**src/procPkg.sv**
```systemverilog
`default_nettype none

package procPkg;

  // Word and register index widths
  localparam int DataWidth    = 16;
  localparam int RegAddrWidth = 3;

  typedef logic [DataWidth-1:0]    wordT;
  typedef logic [RegAddrWidth-1:0] regAddrT;

  // Opcodes live in instruction bits 15 to 11
  typedef enum logic [4:0] {
    OpHalt  = 5'b00000,
    OpNop   = 5'b00001,
    OpJ     = 5'b00100,
    OpAddi  = 5'b01000,
    OpSubi  = 5'b01001,
    OpXori  = 5'b01010,
    OpAndni = 5'b01011,
    OpBeqz  = 5'b01100,
    OpBnez  = 5'b01101,
    OpSt    = 5'b10000,
    OpLd    = 5'b10001,
    OpRtype = 5'b11011,
    OpSlt   = 5'b11100
  } opcodeT;

  // Function field of register ops, bits 1 to 0
  typedef enum logic [1:0] {
    FnAdd  = 2'b00,
    FnSub  = 2'b01,
    FnXor  = 2'b10,
    FnAndn = 2'b11
  } functT;

  typedef enum logic [2:0] {
    AluAdd,
    AluSub,
    AluXor,
    AluAndn,
    AluSlt,
    AluPassB
  } aluOpT;

endpackage

`default_nettype wire

```
**src/writeBack.sv**
```systemverilog
`timescale 1ns/1ps
`default_nettype none

module writeBack (
  input  wire logic     memToReg,
  input  procPkg::wordT readData,
  input  procPkg::wordT aluResult,
  input  procPkg::wordT pc,
  input  procPkg::wordT branchTarget,
  input  wire logic     takeBranch,
  input  wire logic     jump,
  output procPkg::wordT wbData,
  output procPkg::wordT nextPc
);

  // Loads write memory data, everything else the ALU result
  assign wbData = memToReg ? readData : aluResult;

  // Sequential flow unless a branch is taken or a jump redirects
  assign nextPc = (takeBranch || jump) ? branchTarget : pc + procPkg::wordT'(1);

endmodule

`default_nettype wire

```
**config.mk**
```make
export PLATFORM = sky130hd
export DESIGN_NAME = writeBack
export DESIGN_NICKNAME = d
export VERILOG_FILES = /design/src/procPkg.sv /design/src/writeBack.sv
export SDC_FILE = /design/constraint.sdc
export NUM_CORES = 1
export LEC_CHECK = 0
export ABC_AREA = 1
export BUFFER_PORTS_ARGS = -buffer_cell sky130_fd_sc_hd__buf_2
export CORE_MARGIN = 3
export CORE_UTILIZATION = 34
export DETAILED_ROUTE_END_ITERATION = 8
export PLACE_DENSITY = 0.9
export SLEW_MARGIN = 15
export SYNTH_ARGS = -nofsm -noshare
export SYNTH_HDL_FRONTEND = slang
export SYNTH_SLANG_ARGS = --single-unit
```
**constraint.sdc**
```tcl
create_clock -name vclk -period 1.41
set_input_delay 0.3525 -clock vclk [all_inputs]
set_output_delay 0.3525 -clock vclk [all_outputs]
set_load 0.05 [all_outputs]
```
==> metrics.cfg, run 1 <==
[run_status]
outcome=aborted with a tool error
stop_stage=4_1_cts
firstError=[ERROR DPL-0038] Utilization greater than 100%, impossible to legalize

[yosys]
syn_area_per_cell_um2=5.80
synth_cells=134
ys_seq_area_share_pct=0
synth_cell_types=24
synth-warning-count=0
synth_area_um2=777
syn-num-nets=202

[placement]
dp_hpwl_mm=2.92
dpl.cell_count=272
gp_congestion=0.770
port_buffers=99

[floorplan]
num_rows=16
initial_core_util_pct=37.7
dieHeight_um=53.8
io_pins=99
die_w_um=53.8

[clocking]
postCtsHoldBufs=0
ctsResizeCount=131
cts_setup_buffers=1

[kinds of logic after synthesis]
kind of cell               synth area share [%]
xor gates and xnor gates                   6.76
muxes                                      23.2
and+or+nand+nor                            50.2
buffers and inverters                      9.18
adders and majority gates                  1.61
AOI/OAI and AO/OA                          9.02
[per-stage QoR]
step | cell area [µm²] | setup TNS, ps | util (%) | setup slack [ps]
2_1_floorplan | 990 | -168 | - | -84.3
3_5_place_dp | 1620 | -6880 | 78.4 | -403
3_3_place_gp | 1620 | -6180 | 78.4 | -370
[Yosys cell counts]
| master | instances | area, µm² |
|---|---|---|
| o21bai_2 | 1 | 11.3 |
| xor2_1 | 1 | 8.76 |
| nand4_1 | 4 | 25.0 |
| buf_2 | 3 | 15.0 |
| nor2_2 | 3 | 18.8 |
| inv_2 | 2 | 7.51 |
| nand3_1 | 12 | 60.1 |
| o21bai_1 | 2 | 15.0 |
| clkbuf_1 | 1 | 3.75 |
| buf_4 | 1 | 7.51 |
| o21ai_2 | 2 | 17.5 |
| ha_1 | 1 | 12.5 |
| nand3_2 | 2 | 20.0 |
| nor2_1 | 10 | 37.5 |
| nor2_4 | 2 | 22.5 |
| or2_0 | 1 | 6.26 |
| mux2_1 | 10 | 113 |
| nand2_2 | 5 | 31.3 |
| xnor2_1 | 5 | 43.8 |
| o21ai_1 | 4 | 20.0 |
| mux2_2 | 6 | 67.6 |
| nand2_1 | 45 | 169 |
| a31oi_1 | 1 | 6.26 |
| inv_1 | 10 | 37.5 |
==> inputs of run 2 (changes only) <==
--- a/config.mk
+++ b/config.mk
@@ -8,9 +8,9 @@
 export ABC_AREA = 1
 export BUFFER_PORTS_ARGS = -buffer_cell sky130_fd_sc_hd__buf_2
 export CORE_MARGIN = 3
-export CORE_UTILIZATION = 34
+export CORE_UTILIZATION = 20
 export DETAILED_ROUTE_END_ITERATION = 8
-export PLACE_DENSITY = 0.9
+export PLACE_DENSITY_LB_ADDON = 0.15
 export SLEW_MARGIN = 15
 export SYNTH_ARGS = -nofsm -noshare
 export SYNTH_HDL_FRONTEND = slang
==> run 2 against run 1 <==
- the flow now finishes, with violations (negative setup slack)
- synthesized area did not move
- synthesized cell count did not move
==> metrics.cfg, run 2 <==
[cells_and_area]
seq_cell_count=0
final_area_um2=2310
multi_input_area_um2=1090
drive_above_1_share_pct=78.3
finalNetCount=323
final_cell_mix=buf_2, nand2_1, buf_6, buf_8, buf_4
area.sequential_um2=0
antennaDiodeCount=0
finalNonFillerCells=301
area_delta_synth_final_pct=197
clkbuf_count=0
nFillCells=324
layout_commonest_cell=buf_2

[critical_path]
arrival_ps=1290
start_kind=input pin
path_class=in -> out
cp_data_required_time_ps=1060
worstPathMaxFanout=4
worstSetupEndpointType=output pin

[drt]
via_count=1329
drtAntennaViolNets=0
wire_per_inst_um=12.5
wl_met2_mm=2.20
drt-initial-drc-count=19
met3_length_um=222
wl_met1_mm=1.34
drt-pass1-iter-count=4
top_layer=met3
via_per_inst=4.42
drt_wl_total_mm=3.76
drc=0

[grt]
antenna_found_initial=0
grt_max_degree=13
grt_pass1_wl_mm=5.80
grt_pass1_vias=1324
overflow=0
grt_use_total_pct=16.0

[pwr]
power_uw=998
p_int_uw=461
peakVddDrop_uv=190
p_switching_uw=537
swShare_pct=53.8
leakagePower_uw=0.00118
power_frac_clock_pct=0
comb_power_share_pct=100.0
power_frac_seq_pct=0
power_density_nw_per_um2=432

[sta]
tightest_slew_ps=241
fin_crit_sh_pct=116
rsz0062_at_grt=yes
worst_slack_ps=-229
period_needed_ps=1640
setup_viol=16
hold_ws_ps=1040
slew_violations=0
max_freq_mhz=610
hold_viol=0
slew_headroom_pct=83.8

[run_status]
outcome=finished with violations
violations=negative setup slack

[yosys]
synth_cells=134
synth_largest_area_cell=nand2_1
synth-warning-count=0
synth_cell_types=24
synth_area_um2=777
netlist_top_cells_count=nand2_1, nand3_1, inv_1, mux2_1, nor2_1
synth_top_area_share_pct=21.7
ys_top_cells_by_area=nand2_1, mux2_1, mux2_2, nand3_1, xnor2_1
ys_seq_area_share_pct=0
syn_area_per_cell_um2=5.80
yosys.cell_count.top_type=nand2_1
syn-num-nets=202

[floorplan]
die_w_um=68.3
io_pins=99
design.die.area_um2=4670
initial_core_util_pct=20.9
core_area_um2=3720
dieHeight_um=68.3
num_rows=22

[placement]
dpl-instance-area_um2=1650
port_buffers=99
dp_hpwl_mm=2.61
gp_congestion=0.758
dpl.cell_count=294

[clocking]
postCtsHoldBufs=0

[flow_run]
drv_cap=0

[min_path]
hp-class=in -> out

[run 2: cell counts after synthesis]
Identical to the previous run, type by type.
[run 2: per-stage QoR]
step                      setup TNS [ps]  utilization (%)  setup WS [ps]
after global placement             -6610             44.4           -397
after detailed placement           -6690             44.4           -410
after floorplan                     -168                -          -84.3
after global routing               -3190             62.2           -273
after CTS                          -2520             58.6           -226
final                              -2330             62.2           -229
[run 2: worst max-delay path, stage by stage]
cell and delay (ps):
buf_8 80, ha_4 140, nand3_4 100, nor2_4 180, nand3_2 90, nand2_2 70, nand3_2 70, nand2_4 70
buf_8 140
[run 2: repair_timing]
item                                    in CTS  in global routing
gates cloned                                 3                  0
setup buffers                                3                  1
endpoints found under the setup margin      32                 29
resized for setup                          130                 34
pin swaps                                   19                 21
endpoints found under the hold margin        0                  0
[run 2: logic make-up (layout without fill, tap and decap cells)]
group | after synthesis | in the layout | share of synthesized area (%)
compound gates | 10 | 10 | 9.02
buf+inv | 17 | 136 | 9.18
xor+xnor | 6 | 6 | 6.76
fa+ha+maj | 1 | 1 | 1.61
simple gates | 84 | 84 | 50.2
mux | 16 | 16 | 23.2
[run 2: final timing paths]
| path | start | endpoint | depth (start not counted) |
|---|---|---|---|
| worst max-delay path | pc[0] | nextPc[14] | 9 |
| worst min-delay path | branchTarget[13] | nextPc[13] | 4 |
[run 2: metal layers]
| layer | vias to the layer above | GRT usage, % |
|---|---|---|
| met4 | 0 | 0 |
| li1 | 679 | - |
| met5 | - | 0 |
| met3 | 0 | 0.657 |
| met2 | 44 | 32.9 |
| met1 | 606 | 19.1 |
[run 2: final cells by class]
cell class | count | area share [%]
inverters | 12 | 2.60
multi-input cells | 117 | 47.0
well taps | 48 | 2.60
repair buffers | 122 | 46.7
repair inverters | 2 | 1.08
[run 2: power by group through the flow]
stage / combinational [µW] / clock (µW) / sequential, µW
final: 998 / 0 / 0
after global routing: 1050 / 0 / 0
after CTS: 955 / 0 / 0
after detailed placement: 724 / 0 / 0
after global placement: 722 / 0 / 0
after floorplan: 499 / 0 / 0
(Power assumes the default switching activity.)
==> inputs of run 3 (changes only) <==
--- a/config.mk
+++ b/config.mk
@@ -7,8 +7,10 @@
 export LEC_CHECK = 0
 export ABC_AREA = 1
 export BUFFER_PORTS_ARGS = -buffer_cell sky130_fd_sc_hd__buf_2
+export CELL_PAD_IN_SITES_DETAIL_PLACEMENT = 0
+export CELL_PAD_IN_SITES_GLOBAL_PLACEMENT = 1
 export CORE_MARGIN = 3
-export CORE_UTILIZATION = 20
+export CORE_UTILIZATION = 19
 export DETAILED_ROUTE_END_ITERATION = 8
 export PLACE_DENSITY_LB_ADDON = 0.15
 export SLEW_MARGIN = 15
==> run 3 against run 2 <==
- the run still ends with negative setup slack left
- first-iteration DRC count rose by 63%
- via count shrank 1.1%
- critical path depth unchanged
- clock-buffer cell count is the same
- total power decreased by 1.5%
- die area is 4.8% higher
- utilization fell by 2.7 points
- combinational power is 2% lower
- worst setup slack improved by 13 ps
- sequential share of layout area did not move
- largest power group unchanged
- highest routed layer is now met4
==> metrics.cfg, run 3 (synthesis results as in run 2) <==
[run_status]
outcome=finished with violations
violations=negative setup slack

[sta]
fin_crit_sh_pct=115
tightest_slew_ps=256
period_needed_ps=1630
setup_viol=17
hold_viol=0
slew_headroom_pct=82.8
worst_slack_ps=-216
max_freq_mhz=615
fin_setup_tns_ps=-2250
rsz0062_at_grt=yes
slew_violations=0

[drt]
wire_per_inst_um=12.5
via_count=1315
drtAntennaViolNets=0
drt_wl_total_mm=3.73
drc=0
drt-initial-drc-count=31
drt-pass1-iter-count=4
via_per_inst=4.41

[cells_and_area]
area_delta_synth_final_pct=191
final_cell_mix=buf_2, nand2_1, buf_8
clkbuf_count=0
multi_input_area_um2=1040
area.sequential_um2=0
final_area_um2=2260
drive_above_1_share_pct=75.2
nFillCells=334
layout_commonest_cell=buf_2
seq_cell_count=0
finalNetCount=320
antennaDiodeCount=0

[placement]
pre_cts_ws_ps=-415
dp_hpwl_mm=2.79
port_buffers=99
dpl-instance-area_um2=1640
gp_congestion=0.712

[pwr]
power_density_nw_per_um2=435
peakVddDrop_uv=161
leakagePower_uw=0.00118

[grt]
overflow=0
grt_use_total_pct=14.1
antenna_found_initial=0
grt_max_degree=21
grt_pass1_wl_mm=6.02
grt_pass1_vias=1322

[flow_run]
drv_cap=0

[critical_path]
arrival_ps=1270
path_class=in -> out
cp_data_required_time_ps=1060
cp_slowest_cell=xnor2_2
worstPathMaxFanout=4
worst_path_largest_cell_delay_ps=150
crit_chain=buf_8, ha_4, nand3_4, inv_4, nand2_4, xnor2_2, nand2_2, nand2_4, buf_8
worstSetupEndpointType=output pin
start_kind=input pin

[floorplan]
design.die.area_um2=4890
core_area_um2=3800
initial_core_util_pct=20.5
die_w_um=70.0
dieHeight_um=70.0
io_pins=99
num_rows=22

[min_path]
hp-class=in -> out

==> run 3: cell types whose count changed in the layout (fill, tap and decap cells not counted), moves of 2 or more <==
| cell | before | now |
|---|---|---|
| buf_6 | 21 | 19 |
| buf_2 | 57 | 55 |
| nand2_2 | 14 | 12 |
| buf_8 | 21 | 23 |
| nand3_1 | 6 | 8 |
| nand2_1 | 24 | 27 |
==> run 3: per-stage QoR <==
stage          cells  power [µW]  hold slack [ps]  utilization (%)
2_1_floorplan    134         499              808                -
3_3_place_gp     293         720             1100             43.2
3_5_place_dp     293         722             1110             43.2
4_1_cts          296         931             1040             55.8
5_1_grt          298        1030             1050             59.5
6_report         298         983             1030             59.5
==> run 3: layout make-up <==
class | count | share of cell area [%]
inverters | 12 | 2.66
multi-input cells | 117 | 45.8
well taps | 48 | 2.66
repair buffers | 121 | 48.9
==> run 3: worst max-delay path: cells and delay by family <==
kind	cells	cell delay [ps]
buffers and inverters	3	320
xor gates and xnor gates	1	150
adders and majority gates	1	140
and+or+nand+nor	4	310
==> run 3: worst paths after layout <==
kind | from | to | slack, ps | cells after the start
worst min-delay path | branchTarget[11] | nextPc[11] | 1030 | 4
worst max-delay path | pc[1] | nextPc[8] | -220 | 9
==> run 3: repair_timing <==
| action | in CTS | in global routing |
|---|---|---|
| cloned | 2 | 0 |
| setup endpoints to repair | 32 | 26 |
| pin swaps | 19 | 18 |
| setup buffers | 1 | 2 |
| hold buffers | 0 | 0 |
| gates resized for setup | 122 | 29 |
| endpoints found under the hold margin | 0 | 0 |
==> run 3: power breakdown <==
part	switching, µW	leakage [µW]	internal (µW)	total [µW]
registers	0	0	0	0
logic	523	0.00118	460	983
clock network	0	0	0	0
total	523	0.00118	460	983
==> run 3: per-layer routing <==
metal	up-vias	wire, µm	track usage (%)
li1	675	-	-
met1	584	1480	17.6
met2	54	1970	26.8
met3	2	253	1.87
met4	0	21	0.638
met5	-	0	0
==> inputs of run 4 (changes only) <==
--- a/config.mk
+++ b/config.mk
@@ -9,7 +9,7 @@
 export BUFFER_PORTS_ARGS = -buffer_cell sky130_fd_sc_hd__buf_2
 export CELL_PAD_IN_SITES_DETAIL_PLACEMENT = 0
 export CELL_PAD_IN_SITES_GLOBAL_PLACEMENT = 1
-export CORE_MARGIN = 3
+export CORE_MARGIN = 2
 export CORE_UTILIZATION = 19
 export DETAILED_ROUTE_END_ITERATION = 8
 export PLACE_DENSITY_LB_ADDON = 0.15
==> run 4 against run 3 <==
- the flow still finishes with violations (negative setup slack)
- combinational power grew 0.6%
- fmax is 0.58% higher
- hold slack improved by 8.7 ps
- flip-flop and latch count did not move
- total power increased by 0.54%
- critical path depth did not move
- global-route usage fell by 1.3 points
- sequential share of layout area unchanged
- worst setup slack better by 9.4 ps
- cell area grew 1.4%
- utilization is 1.8 points lower
- die area is 5.6% lower
- largest cell class unchanged
- highest routed layer is now met3
==> metrics.cfg, run 4 (synthesis results as in run 2) <==
[run_status]
outcome=finished with violations
violations=negative setup slack

[sta]
max_freq_mhz=618
slew_headroom_pct=82.6
tightest_slew_ps=259
worst_slack_ps=-207
rsz0062_at_grt=yes
setup_viol=18
slew_violations=0
fin_crit_sh_pct=115
hold_ws_ps=1040
hold_viol=0
period_needed_ps=1620

[cells_and_area]
area.sequential_um2=0
drive_above_1_share_pct=78.2
fin_util_pct=57.7
finalNetCount=322
antennaDiodeCount=0
layout_commonest_cell=buf_2
final_cell_mix=buf_2, nand2_1, buf_6, buf_8, buf_4
seq_cell_count=0
area_delta_synth_final_pct=195
clkbuf_count=0

[grt]
grt_max_degree=21
grt-busiest-layer=met2
met1_usage_pct=17.5
antenna_found_initial=0
use_met3_pct=1.32
grt_use_total_pct=12.8
grt_pass1_vias=1099
overflow=0
grt_use_met2_pct=22.9
grt_pass1_wl_mm=4.78

[floorplan]
initial_core_util_pct=19.6
die_w_um=68.0
io_pins=99
core_area_um2=3970
design.die.area_um2=4620
dieHeight_um=68.0
num_rows=23

[critical_path]
cp_data_required_time_ps=1060
worstPathMaxFanout=4
start_kind=input pin
path_class=in -> out
arrival_ps=1260
worstSetupEndpointType=output pin

[pwr]
swShare_pct=53.9
comb_power_share_pct=100.0
power_frac_clock_pct=0
power_frac_seq_pct=0
power_density_nw_per_um2=431
p_switching_uw=533
p_int_uw=455
leakagePower_uw=0.00117
peakVddDrop_uv=143

[drt]
drc=0
drt-initial-drc-count=21
via_per_inst=4.40
drt_wl_total_mm=3.72
via_count=1329
drtAntennaViolNets=0
wire_per_inst_um=12.3
drt-pass1-iter-count=4

[placement]
dp_hpwl_mm=2.66
port_buffers=99
gp_congestion=0.764

[min_path]
hp-class=in -> out

[flow_run]
drv_cap=0

run 4: changes by cell type in the layout (fill, tap and decap cells not counted), moves of 2 or more:
| cell | previous run | this run |
|---|---|---|
| buf_8 | 23 | 20 |
| clkinv_8 | 0 | 2 |
| nand2_1 | 27 | 24 |
| nand2_2 | 12 | 16 |
| nor2_1 | 7 | 4 |
| nor2_2 | 1 | 3 |
run 4: layout make-up:
class / instances / area [µm²]
Fill cell: 354 / 1680
Timing Repair Buffer: 120 / 1080
Multi-Input combinational cell: 117 / 1050
Inverter: 12 / 63.8
Tap cell: 50 / 62.6
Timing Repair inverter: 3 / 41.3
run 4: timing repair:
action	CTS	global route
gates cloned	2	3
endpoints found under the setup margin	32	30
endpoints found under the hold margin	0	0
resized for setup	135	23
setup buffers	4	1
hold buffers	0	0
pin swaps	18	16
run 4: worst paths after layout:
kind                  depth (start not counted)  slack (ps)    endpoint             start
worst max-delay path                          9        -210   nextPc[8]             pc[1]
worst min-delay path                          4        1040  nextPc[15]  branchTarget[15]
run 4: per-layer routing:
metal | up-vias | share of wire [%] | routed length [µm]
met5 | - | 0 | 0
met4 | 0 | 0 | 0
met3 | 0 | 8.1 | 300
met2 | 56 | 50 | 1840
met1 | 590 | 42 | 1570
li1 | 683 | - | -
run 4: worst max-delay path: stages:
cell and delay (ps):
buf_8 80, ha_4 140, nand3_4 100, inv_4 100, nand2_4 60, xnor2_2 140
nand2_2 80, nand2_4 60, buf_8 140
run 4: power by group through the flow:
stage,Sequential [µW],Clock (µW),Combinational (µW)
2_1_floorplan,0,0,499
5_1_grt,0,0,1040
3_5_place_dp,0,0,721
3_3_place_gp,0,0,718
4_1_cts,0,0,955
6_report,0,0,989
run 4: metrics by stage:
step | setup WS, ps | std cells | total power (µW) | instance area (µm²) | setup TNS [ps]
after floorplan | -84.3 | 134 | 499 | 990 | -168
after CTS | -247 | 298 | 955 | 2180 | -2320
after detailed placement | -431 | 292 | 721 | 1640 | -6880
final | -207 | 302 | 989 | 2290 | -2530
after global placement | -416 | 292 | 718 | 1640 | -6780
after global routing | -278 | 302 | 1040 | 2290 | -3500
